<file path="src/logic/mem_stage_pkg.sv">
package mem_stage_pkg;

    localparam int XLEN       = 32;
    localparam int DWORD_BITS = 64;
    localparam int BYTE_LANES = DWORD_BITS / 8;
    localparam int REG_BITS   = 5;

    typedef logic [XLEN-1:0]       xlen_t;
    typedef logic [DWORD_BITS-1:0] dword_t;
    typedef logic [BYTE_LANES-1:0] byte_en_t;
    typedef logic [REG_BITS-1:0]   reg_idx_t;

    // bit 2 marks unsigned, bits 1:0 give the width
    typedef logic [2:0] mem_size_t;

    localparam logic [1:0] SIZE_BYTE   = 2'b00;
    localparam logic [1:0] SIZE_HALF   = 2'b01;
    localparam logic [1:0] SIZE_WORD   = 2'b10;
    localparam logic [1:0] SIZE_DOUBLE = 2'b11;

    typedef enum logic [1:0] {
        BUS_NONE  = 2'h0,
        BUS_LOAD  = 2'h1,
        BUS_STORE = 2'h2
    } bus_command_e;

    typedef struct packed {
        xlen_t     pc;
        xlen_t     rs2_value;    // store data
        reg_idx_t  dest_reg_idx;
        mem_size_t mem_size;
        logic      wr_mem;
        logic      valid;
    } is_packet_t;

    localparam is_packet_t NOP_PACKET = '{
        pc:           '0,
        rs2_value:    '0,
        dest_reg_idx: '0,
        mem_size:     {1'b0, SIZE_DOUBLE},
        wr_mem:       1'b0,
        valid:        1'b0
    };

endpackage

</file>
<file path="src/logic/dcache_if.sv">
`timescale 1ns/10ps

interface dcache_if;
    import mem_stage_pkg::*;

    bus_command_e command;  // BUS_STORE while a store is offered
    xlen_t        addr;     // byte address, not yet aligned
    dword_t       data;     // zero-extended store value
    mem_size_t    size;
    logic         finish;   // one cycle per accepted store

    modport store (
        output command,
        output addr,
        output data,
        output size,
        input  finish
    );

    modport port (
        input  command,
        input  addr,
        input  data,
        input  size,
        output finish
    );

endinterface

</file>
<file path="src/logic/store_unit.sv">
`timescale 1ns/10ps

module store_unit (
    input  logic                      clock,
    input  logic                      reset,
    input  mem_stage_pkg::xlen_t      opa,
    input  mem_stage_pkg::xlen_t      opb,
    input  mem_stage_pkg::is_packet_t is_packet_in,
    input  logic                      start,
    input  logic                      rob_start,
    dcache_if.store                   dc,
    output mem_stage_pkg::is_packet_t is_packet_out,
    output logic                      busy,
    output logic                      done
);
    import mem_stage_pkg::*;

    is_packet_t packet_q;
    is_packet_t next_packet;
    is_packet_t cur_packet;
    xlen_t      addr_q;
    xlen_t      eff_addr;
    xlen_t      cur_addr;
    logic       next_busy;

    assign eff_addr = opa + opb;  // effective address

    // in the start cycle the live inputs are used, so a store that is
    // already at the head of the ROB goes out without a wait cycle
    assign cur_packet = start ? is_packet_in : packet_q;
    assign cur_addr   = start ? eff_addr : addr_q;

    always_comb begin
        if (rob_start && (start || busy) && cur_packet.wr_mem) begin
            dc.command = BUS_STORE;
        end else begin
            dc.command = BUS_NONE;  // not committed yet
        end
    end

    assign dc.addr = cur_addr;
    assign dc.data = dword_t'(cur_packet.rs2_value);  // zero-extend
    assign dc.size = cur_packet.mem_size;

    assign done          = dc.finish && (start || busy);
    assign is_packet_out = cur_packet;

    always_comb begin
        if (start) begin
            next_packet = is_packet_in;
        end else if (busy) begin
            next_packet = packet_q;  // hold until done
        end else begin
            next_packet = NOP_PACKET;
        end
    end

    always_comb begin
        if (start) begin
            next_busy = 1'b1;
        end else if (done) begin
            next_busy = 1'b0;
        end else begin
            next_busy = busy;
        end
    end

    always_ff @(posedge clock) begin
        if (reset) begin
            busy     <= 1'b0;
            packet_q <= NOP_PACKET;
        end else begin
            busy     <= next_busy;
            packet_q <= next_packet;
        end
    end

    always_ff @(posedge clock) begin
        if (start) begin
            addr_q <= eff_addr;  // held while waiting for commit
        end
    end

    // issue logic must wait for busy to drop
    start_while_idle: assert property (
        @(posedge clock) disable iff (reset)
        start |-> !busy
    ) else $error("store_unit: start while busy");

    // only stores are routed to this unit by issue
    started_is_store: assert property (
        @(posedge clock) disable iff (reset)
        start |-> is_packet_in.wr_mem
    ) else $error("store_unit: started packet without wr_mem");

endmodule

</file>
<file path="src/logic/store_mem_port.sv">
`timescale 1ns/10ps

module store_mem_port (
    input  logic                    clock,
    input  logic                    reset,
    dcache_if.port                  dc,
    output logic                    mem_req,
    output mem_stage_pkg::xlen_t    mem_addr,
    output mem_stage_pkg::dword_t   mem_wdata,
    output mem_stage_pkg::byte_en_t mem_byte_en,
    input  logic                    mem_ack
);
    import mem_stage_pkg::*;

    typedef enum logic [1:0] {
        IDLE,
        REQ,
        WAIT_DROP,
        FINISH
    } state_e;

    state_e   state;
    state_e   next_state;
    logic     accept;
    logic     addr_aligned;
    logic [2:0] lane;
    byte_en_t lane_mask;
    xlen_t    addr_q;
    dword_t   wdata_q;
    byte_en_t byte_en_q;

    assign accept = (state == IDLE) && (dc.command == BUS_STORE);
    assign lane   = dc.addr[2:0];  // first byte lane of the access

    // lane count and natural alignment from the size code
    always_comb begin
        case (dc.size[1:0])
            SIZE_BYTE: begin
                lane_mask    = 8'h01;
                addr_aligned = 1'b1;
            end
            SIZE_HALF: begin
                lane_mask    = 8'h03;
                addr_aligned = (lane[0] == 1'b0);
            end
            SIZE_WORD: begin
                lane_mask    = 8'h0f;
                addr_aligned = (lane[1:0] == 2'b00);
            end
            default: begin
                lane_mask    = 8'hff;
                addr_aligned = (lane == 3'b000);
            end
        endcase
    end

    always_comb begin
        next_state = state;
        case (state)
            IDLE: begin
                if (accept) begin
                    next_state = REQ;
                end
            end
            REQ: begin
                if (mem_ack) begin
                    next_state = WAIT_DROP;  // req drops here
                end
            end
            WAIT_DROP: begin
                if (!mem_ack) begin
                    next_state = FINISH;
                end
            end
            default: begin
                next_state = IDLE;  // finish lasts one cycle
            end
        endcase
    end

    always_ff @(posedge clock) begin
        if (reset) begin
            state <= IDLE;
        end else begin
            state <= next_state;
        end
    end

    // payload is captured once and stays stable through the handshake
    always_ff @(posedge clock) begin
        if (accept) begin
            addr_q    <= {dc.addr[XLEN-1:3], 3'b000};
            wdata_q   <= dc.data << {lane, 3'b000};
            byte_en_q <= lane_mask << lane;
        end
    end

    assign mem_req     = (state == REQ);
    assign mem_addr    = addr_q;
    assign mem_wdata   = wdata_q;
    assign mem_byte_en = byte_en_q;
    assign dc.finish   = (state == FINISH);

    // req falls only after ack was seen, while the memory still holds ack
    req_held_until_ack: assert property (
        @(posedge clock) disable iff (reset)
        $fell(mem_req) |-> $past(mem_ack) && mem_ack
    ) else $error("store_mem_port: mem_req dropped before mem_ack");

    store_addr_aligned: assert property (
        @(posedge clock) disable iff (reset)
        accept |-> addr_aligned
    ) else $error("store_mem_port: misaligned store address");

endmodule

</file>
<file path="src/logic/store_path_top.sv">
`timescale 1ns/10ps

module store_path_top (
    input  logic                     clock,
    input  logic                     reset,
    input  mem_stage_pkg::xlen_t     opa,
    input  mem_stage_pkg::xlen_t     opb,
    input  mem_stage_pkg::xlen_t     issue_pc,
    input  mem_stage_pkg::xlen_t     issue_rs2_value,
    input  mem_stage_pkg::reg_idx_t  issue_dest_reg_idx,
    input  mem_stage_pkg::mem_size_t issue_mem_size,
    input  logic                     issue_valid,
    input  logic                     start,
    input  logic                     rob_start,
    output logic                     mem_req,
    output mem_stage_pkg::xlen_t     mem_addr,
    output mem_stage_pkg::dword_t    mem_wdata,
    output mem_stage_pkg::byte_en_t  mem_byte_en,
    input  logic                     mem_ack,
    output mem_stage_pkg::xlen_t     done_pc,
    output mem_stage_pkg::reg_idx_t  done_dest_reg_idx,
    output logic                     done_valid,
    output logic                     busy,
    output logic                     done
);
    import mem_stage_pkg::*;

    is_packet_t issue_packet;
    is_packet_t done_packet;

    dcache_if dc_bus ();

    // everything issued on this path is a store
    assign issue_packet = '{
        pc:           issue_pc,
        rs2_value:    issue_rs2_value,
        dest_reg_idx: issue_dest_reg_idx,
        mem_size:     issue_mem_size,
        wr_mem:       1'b1,
        valid:        issue_valid
    };

    store_unit u_store_unit (
        .clock         (clock),
        .reset         (reset),
        .opa           (opa),
        .opb           (opb),
        .is_packet_in  (issue_packet),
        .start         (start),
        .rob_start     (rob_start),
        .dc            (dc_bus.store),
        .is_packet_out (done_packet),
        .busy          (busy),
        .done          (done)
    );

    store_mem_port u_store_mem_port (
        .clock       (clock),
        .reset       (reset),
        .dc          (dc_bus.port),
        .mem_req     (mem_req),
        .mem_addr    (mem_addr),
        .mem_wdata   (mem_wdata),
        .mem_byte_en (mem_byte_en),
        .mem_ack     (mem_ack)
    );

    assign done_pc           = done_packet.pc;
    assign done_dest_reg_idx = done_packet.dest_reg_idx;
    assign done_valid        = done_packet.valid;

endmodule

</file>
<file path="config.mk">
export PLATFORM = sky130hd
export DESIGN_NAME = store_path_top
export DESIGN_NICKNAME = d
export VERILOG_FILES = /design/src/logic/mem_stage_pkg.sv /design/src/logic/dcache_if.sv /design/src/logic/store_unit.sv /design/src/logic/store_mem_port.sv /design/src/logic/store_path_top.sv
export SDC_FILE = /design/constraint.sdc
export NUM_CORES = 1
export LEC_CHECK = 0
export ABC_AREA = 1
export BUFFER_PORTS_ARGS = -buffer_cell sky130_fd_sc_hd__buf_2
export CORE_ASPECT_RATIO = 1.5
export CORE_MARGIN = 8
export CORE_UTILIZATION = 40
export DETAILED_ROUTE_END_ITERATION = 7
export PLACE_DENSITY = 0.7
export SYNTH_ARGS = -nofsm -noshare
export SYNTH_HDL_FRONTEND = slang
export SYNTH_HIERARCHICAL = 1
export SYNTH_SLANG_ARGS = --single-unit
</file>
<file path="constraint.sdc">
create_clock -name clock -period 9.5 [get_ports clock]
set_input_delay 2.85 -clock clock [delete_from_list [all_inputs] [get_ports clock]]
set_output_delay 2.85 -clock clock [all_outputs]
set_load 0.01 [all_outputs]
</file>
==> impl_metrics.ini, run 1 <==
[pwr]
clockPowerShare = 0.350
power_w = 0.00248
p_per_area_nw_per_um2 = 178
vdd_drop_max_mv = 0.141
p_int_w = 0.00170
sw_frac_of_total = 0.313
seq_power_share = 0.420
p_leak_nw = 7.06
switchingPower_w = 0.000774
pwr-share-comb = 0.229

[detailed_routing]
dr.first_iter.drc_count = 601
first_pass_iters = 5
vias = 11000
final_antenna_net_count = 0
via_per_inst = 4.85
wl_per_cell_um = 15.6
drc_errors = 0
wirelength_um = 35500

[finish]
final_common_cell = nand2_1
syn_to_final_growth_pct = 18.9
final_layout_size_suffix_gt1_frac = 0.197
final_cell_mix = 685 x nand2_1, 281 x buf_2, 152 x nand3_1
fin_nets = 2043
post-route-util = 0.483
stdcell_count = 2272

[place]
dp_cells = 2230
gp_congestion = 0.889
hpwl_um = 26800
portBuffers = 282

[sta]
setup_viol = 0
holdWs_ns = 0.447
period_share = 0.761
slew_headroom = 0.397
tightestPinTransition_ns = 0.905
hold_viol_final = 0
grt_setup_unrepaired = false
timing.final.crit_period_ns = 7.23
fmax_mhz = 138
setup_tns_ns = 0
final.setup_skew_ns = 0.0119
slew_violations = 0

[clock_network]
cts_setup_buffers = 0
cts_buffers = 22
cts_max_level = 1
clkTransAtPathRegs_ns = 0.06
hold_buffers = 0
insertion_delay_ns = 0.52
cts_resized = 0
clkSinkCount = 209
tritoncts = yes
clk_path_buf_depth = 3
cts_root_buffer = clkbuf_16

[setup_path]
path_common_cell = nand2_1
slowest_stage = buf_4
cp_slowest_stage_delay_ns = 0.53
crit_arrival_ns = 4.38
rrSetupSlack_ns = 6.96
rr_startpoint = u_store_unit/addr_q[0]
ff2ff_path_depth = 8
end_kind = primary output
worstPathRequired_ns = 6.65
r2r_end = u_store_mem_port/mem_wdata[38]
worst-path-max-fanout = 80
path_cells = buf_4 > inv_4 > nand2_1 > nand2_1 > buf_2
worst_setup_path_start_kind = input pin
critPathKind = in -> out

[yosys]
synth_area_per_cell_um2 = 7.25
syn-instance-count = 1615
syn_area_um2 = 11700
synth_warnings = 6

[global_route]
gr-total-overflow = 0
grt_usage = 0.197
grt_pass1_wl_um = 54600
grt_max_degree = 81
grt_pass1_vias = 10900
antenna_found_initial = 3

[die]
initial_core_util = 0.406
die_area_um2 = 35100
die_w_um = 156
placementRows = 76
ios = 287
coreArea_um2 = 28800
die_y_um = 226

[hold_path]
worstHoldPathCells = 2
worstHoldStart = u_store_unit/addr_q[17]
whs_endpoint = u_store_unit/addr_q[17]
hold_path.class = reg -> reg

[flow_run]
drv_cap = 0

[run_status]
status = finished clean
how the worst max path moves through the flow:
stage                      from                       endpoint  slack, ns  depth (start not counted)
final                     start                    done_pc[24]       2.27                          5
after detailed placement  start                    done_pc[27]       2.20                          5
after global placement    start                     done_pc[2]       2.23                          5
after CTS                 start                    done_pc[24]       2.20                          5
after global routing      start                    done_pc[22]       2.08                          5
after floorplan           start  u_store_mem_port/mem_addr[10]       1.33                          8
final cells by class:
| class | instances | area (um2) |
|---|---|---|
| fill | 2921 | 14900 |
| tap | 390 | 488 |
| antenna | 2 | 5.00 |
| timing repair buffer | 290 | 1470 |
| clock buffer | 29 | 619 |
| inverter | 138 | 523 |
| clock inverter | 11 | 97.6 |
| sequential | 209 | 5190 |
| multi-input combinational | 1203 | 5520 |
through the flow:
step	worst slack, ns	instance area (um2)
detailed placement	2.20	13200
floorplan	1.33	11800
CTS	2.20	13900
global placement	2.23	13200
global route	2.08	13900
finish	2.27	13900
power groups by stage:
stage	registers (W)	clock network, W	logic [W]
3_3_place_gp	0.00106	0	0.000556
4_1_cts	0.00104	0.000891	0.000569
6_report	0.00104	0.000867	0.000568
2_1_floorplan	0.00107	0	0.000409
5_1_grt	0.00105	0.000923	0.000639
3_5_place_dp	0.00106	0	0.000567
registers in the layout, indices dropped and copies added, names as in the netlist:
register                      count
u_store_unit/busy                 1
u_store_unit/addr_q              32
u_store_mem_port/mem_addr        29
u_store_unit/packet_q            73
u_store_mem_port/mem_byte_en      8
u_store_mem_port/state            2
u_store_mem_port/mem_wdata       64
per-layer routing:
layer | vias to the layer above | wire length [um] | GRT usage | part of all wire
met4 | 0 | 1850 | 0.111 | 0.052
met3 | 86 | 2120 | 0.0365 | 0.060
met1 | 4968 | 12800 | 0.198 | 0.36
met5 | - | 0 | 0 | 0
li1 | 5600 | - | - | -
met2 | 370 | 18700 | 0.371 | 0.53
worst max-delay path: cells and delay by family:
family	cells	cell delay (ns)
buffers and inverters	3	1.17
AND/OR/NAND/NOR	2	0.30
(Power assumes the default switching activity.)
==> run 2: changes to the inputs <==
Settings changed: PLACE_DENSITY 0.7 to 0.73.
Clock period 9.5 ns to 6.6 ns, I/O delays scaled along.
==> impl_metrics.ini, run 2 (same netlist as run 1, synthesis figures left out) <==
[sta]
period_share = 0.787
grt_setup_unrepaired = false
fmax_mhz = 193
setup_ws_ns = 1.41
slew_headroom = 0.413
hold_viol_final = 0
setup_viol = 0
final.setup_skew_ns = 0.0122
tightestPinTransition_ns = 0.879
slew_violations = 0
setup_tns_ns = 0
timing.final.crit_period_ns = 5.19

[place]
dp_cells = 2233
placed_area_um2 = 13200
pre_cts_ws_ns = 1.40
portBuffers = 282
hpwl_um = 27400
gp_congestion = 0.926

[global_route]
grtUsageMet1 = 0.200
top_usage_layer = met2
grt_usage = 0.200
grt_pass1_wl_um = 55200
grt_pass1_vias = 10700
grt_util_met3 = 0.0353
gr-total-overflow = 0
antenna_found_initial = 5
met2_usage = 0.379
grt_max_degree = 68

[pwr]
p_leak_nw = 7.11
p_per_area_nw_per_um2 = 259
vdd_drop_max_mv = 0.236
power_w = 0.00362

[setup_path]
slowest_stage = inv_4
path_common_cell = nand2_1
critPathKind = in -> out
path_cells = buf_4 > inv_4 > nand2_1 > nand2_1 > buf_2
end_kind = primary output
crit_arrival_ns = 3.21
worst-path-buf-inv = 3
crit_family = buffers and inverters
worstPathRequired_ns = 4.62
worst_setup_path_start_kind = input pin
worst-path-max-fanout = 54
cp_slowest_stage_delay_ns = 0.51

[die]
ios = 287
placementRows = 76
die_w_um = 156
die_y_um = 226
coreArea_um2 = 28800
die_area_um2 = 35100
initial_core_util = 0.406

[finish]
fin_nets = 2047
fin_area_um2 = 14000
stdcell_count = 2275
final_cell_mix = 685 x nand2_1, 281 x buf_2, 152 x nand3_1
largest_register = u_store_unit/packet_q
syn_to_final_growth_pct = 19.6
final_common_cell = nand2_1
largest_reg_flops = 73
final_layout_size_suffix_gt1_frac = 0.198

[run_status]
status = finished clean

[detailed_routing]
final_antenna_net_count = 0
wl_per_cell_um = 15.7
dr.first_iter.drc_count = 650
via_per_inst = 4.85
drc_errors = 0
wirelength_um = 35800
first_pass_iters = 6
vias = 11000

[clock_network]
hold_buffers = 0
cts_resized = 0
cts_setup_buffers = 0
insertion_delay_ns = 0.52
cts_max_level = 1
clkTransAtPathRegs_ns = 0.06
clk_path_buf_depth = 3
clkSinkCount = 209
cts_root_buffer = clkbuf_16
cts_buffers = 23
tritoncts = yes

[hold_path]
hold_path.class = reg -> reg

[flow_run]
drv_cap = 0
[run 2: cell count changes in the layout (fill, tap and decap cells not counted), moves of 2 or more]
cell / change
clkinvlp_4: -2
buf_4: +2
clkinv_1: +3
bufinv_16: +2
clkbuf_1: -2
[run 2: tightest hold or removal path, cell delays in order, from the launching register on]
cell and delay (ns):
dfxtp_1 0.30, nand2_1 0.04, nand2_1 0.07
[run 2: routing by layer]
layer	wire length (um)	up-vias
li1	-	5596
met1	12700	4999
met2	19200	340
met3	2040	88
met4	1860	0
met5	0	-
[run 2: area by class of cell]
cell class	count	area, um2
Multi-Input combinational cell	1203	5520
Inverter	138	523
Antenna cell	1	2.50
Sequential cell	209	5190
Clock buffer	26	587
Timing Repair Buffer	293	1510
Fill cell	2882	14800
Tap cell	390	488
Clock inverter	15	174
[run 2: path summary, 6_finish.rpt]
| path | start | endpoint | slack (ns) | cells after the start |
|---|---|---|---|---|
| setup reg to reg | u_store_unit/busy | u_store_mem_port/mem_addr[9] | 4.54 | 6 |
| setup / recovery | start | done_pc[27] | 1.41 | 5 |
| hold / removal | u_store_unit/addr_q[30] | u_store_unit/addr_q[30] | 0.45 | 2 |
| hold reg to reg | u_store_unit/addr_q[30] | u_store_unit/addr_q[30] | 0.45 | 2 |
[run 2: power by group]
| part | leakage [nW] | switching, W | internal [W] | total [W] |
|---|---|---|---|---|
| Clock | 0.366 | 0.000538 | 0.000764 | 0.00130 |
| Sequential | 1.82 | 0.0000255 | 0.00147 | 0.00150 |
| Combinational | 4.92 | 0.000551 | 0.000271 | 0.000822 |
[run 2: through the flow]
step           utilization  hold slack, ns
2_1_floorplan            -           0.418
3_3_place_gp         0.459           0.432
6_report             0.486           0.450
5_1_grt              0.486           0.476
3_5_place_dp         0.459           0.436
4_1_cts              0.486           0.454
==> run 3: changes to the inputs <==
Settings changed: PLACE_DENSITY 0.73 to 0.7.
Clock period 6.6 ns to 5.3 ns, I/O delays scaled along.
==> impl_metrics.ini, run 3 (same netlist as run 1, synthesis figures left out) <==
[setup_path]
worstPathRequired_ns = 3.71
end_kind = primary output
worst-path-max-fanout = 48
path_cells = buf_4 > inv_4 > nand2_1 > nand2_1 > buf_2
startpoint = start
crit_arrival_ns = 2.77
path_common_cell = nand2_1
rr_startpoint = u_store_unit/addr_q[1]
worst_setup_path_start_kind = input pin
slowest_stage = buf_4
critPathKind = in -> out
cp_slowest_stage_delay_ns = 0.41

[clock_network]
insertion_delay_ns = 0.51
clkSinkCount = 209
cts_root_buffer = clkbuf_16
cts_resized = 0
cts_max_level = 1
clkTransAtPathRegs_ns = 0.06
hold_buffers = 0
tritoncts = yes
cts_setup_buffers = 0
cts_buffers = 22
clk_path_buf_depth = 3

[global_route]
grt_max_degree = 67
met2_usage = 0.383
grtUsageMet1 = 0.198
grt_pass1_wl_um = 56000
grt_usage = 0.202
grt_util_met3 = 0.0409
gr-total-overflow = 0
antenna_found_initial = 5
top_usage_layer = met2
grt_pass1_vias = 11200

[die]
die_y_um = 226
placementRows = 76
ios = 287
coreArea_um2 = 28800
initial_core_util = 0.406
die_area_um2 = 35100
die_w_um = 156

[finish]
final_cell_mix = 685 x nand2_1, 281 x buf_2, 152 x nand3_1
multi_input_area_um2 = 5520
ff_latch_area_um2 = 5190
final_common_cell = nand2_1
syn_to_final_growth_pct = 19.3
fin_nets = 2048
largest_register = u_store_unit/packet_q
fillers = 2975
largest_reg_flops = 73
fin_area_um2 = 14000
final_layout_size_suffix_gt1_frac = 0.196

[detailed_routing]
first_pass_iters = 8
final_antenna_net_count = 0
wl_per_cell_um = 15.7
via_per_inst = 4.82
vias = 11000
wirelength_um = 35700
dr.first_iter.drc_count = 572
drc_errors = 0

[place]
portBuffers = 282
pre_cts_ws_ns = 0.733
hpwl_um = 27600
placed_area_um2 = 13200
gp_congestion = 0.901

[sta]
timing.final.crit_period_ns = 4.36
holdWs_ns = 0.450
hold_viol_final = 0
fmax_mhz = 230
tightestPinTransition_ns = 0.723
slew_headroom = 0.518
slew_violations = 0
final.setup_skew_ns = 0.00737
setup_ws_ns = 0.943
grt_setup_unrepaired = false
setup_viol = 0
setup_tns_ns = 0
period_share = 0.822

[pwr]
p_int_w = 0.00307
seq_power_share = 0.422
p_leak_nw = 7.10
pwr-share-comb = 0.232
switchingPower_w = 0.00135
sw_frac_of_total = 0.306
vdd_drop_max_mv = 0.216
clockPowerShare = 0.346
p_per_area_nw_per_um2 = 317

[flow_run]
drv_cap = 0

[run_status]
status = finished clean

[hold_path]
hold_path.class = reg -> reg
worstHoldStart = u_store_unit/addr_q[18]
## run 3: changes by cell type in the layout (fill, tap and decap cells not counted), sizes merged
cell	change
clkbuf	+7
clkinv	-3
buf	+2
bufinv	-2
clkinvlp	-2
diode	+1
inv	-1
## run 3: area by class of cell
cell class,instances,share of cell area
timing repair buffer,295,0.109
tap,390,0.0349
multi-input combinational,1203,0.395
clock inverter,7,0.00457
sequential,209,0.372
inverter,138,0.0375
antenna,2,0.000358
clock buffer,33,0.0462
## run 3: power by group through the flow
stage / clock network (W) / registers, W / logic, W
detailed placement: 0 / 0.00190 / 0.00102
global placement: 0 / 0.00190 / 0.00101
floorplan: 0 / 0.00191 / 0.000735
global route: 0.00163 / 0.00187 / 0.00116
CTS: 0.00158 / 0.00187 / 0.00103
finish: 0.00153 / 0.00186 / 0.00103
## run 3: worst paths after layout
kind | end | slack (ns) | cells past startpoint
setup / recovery | done_pc[4] | 0.94 | 5
setup reg to reg | u_store_mem_port/mem_wdata[38] | 3.14 | 6
hold / removal | u_store_unit/addr_q[18] | 0.45 | 2
hold reg to reg | u_store_unit/addr_q[18] | 0.45 | 2
## run 3: routing by layer
metal  up-vias  share of wire
met5         -        0.00076
met4         4          0.055
met3        91          0.061
met2       341           0.53
met1      4942           0.35
li1       5600              -
## run 3: worst max-delay path, delay by kind of cell
family	cells	cell delay, ns
buffers and inverters	3	0.89
and+or+nand+nor	2	0.25
## run 3: stage by stage
step / utilization / total power, W / cells
2_1_floorplan: - / 0.00264 / 1649
3_3_place_gp: 0.460 / 0.00290 / 2235
3_5_place_dp: 0.460 / 0.00292 / 2235
4_1_cts: 0.484 / 0.00447 / 2275
5_1_grt: 0.484 / 0.00467 / 2276
6_report: 0.485 / 0.00442 / 2277
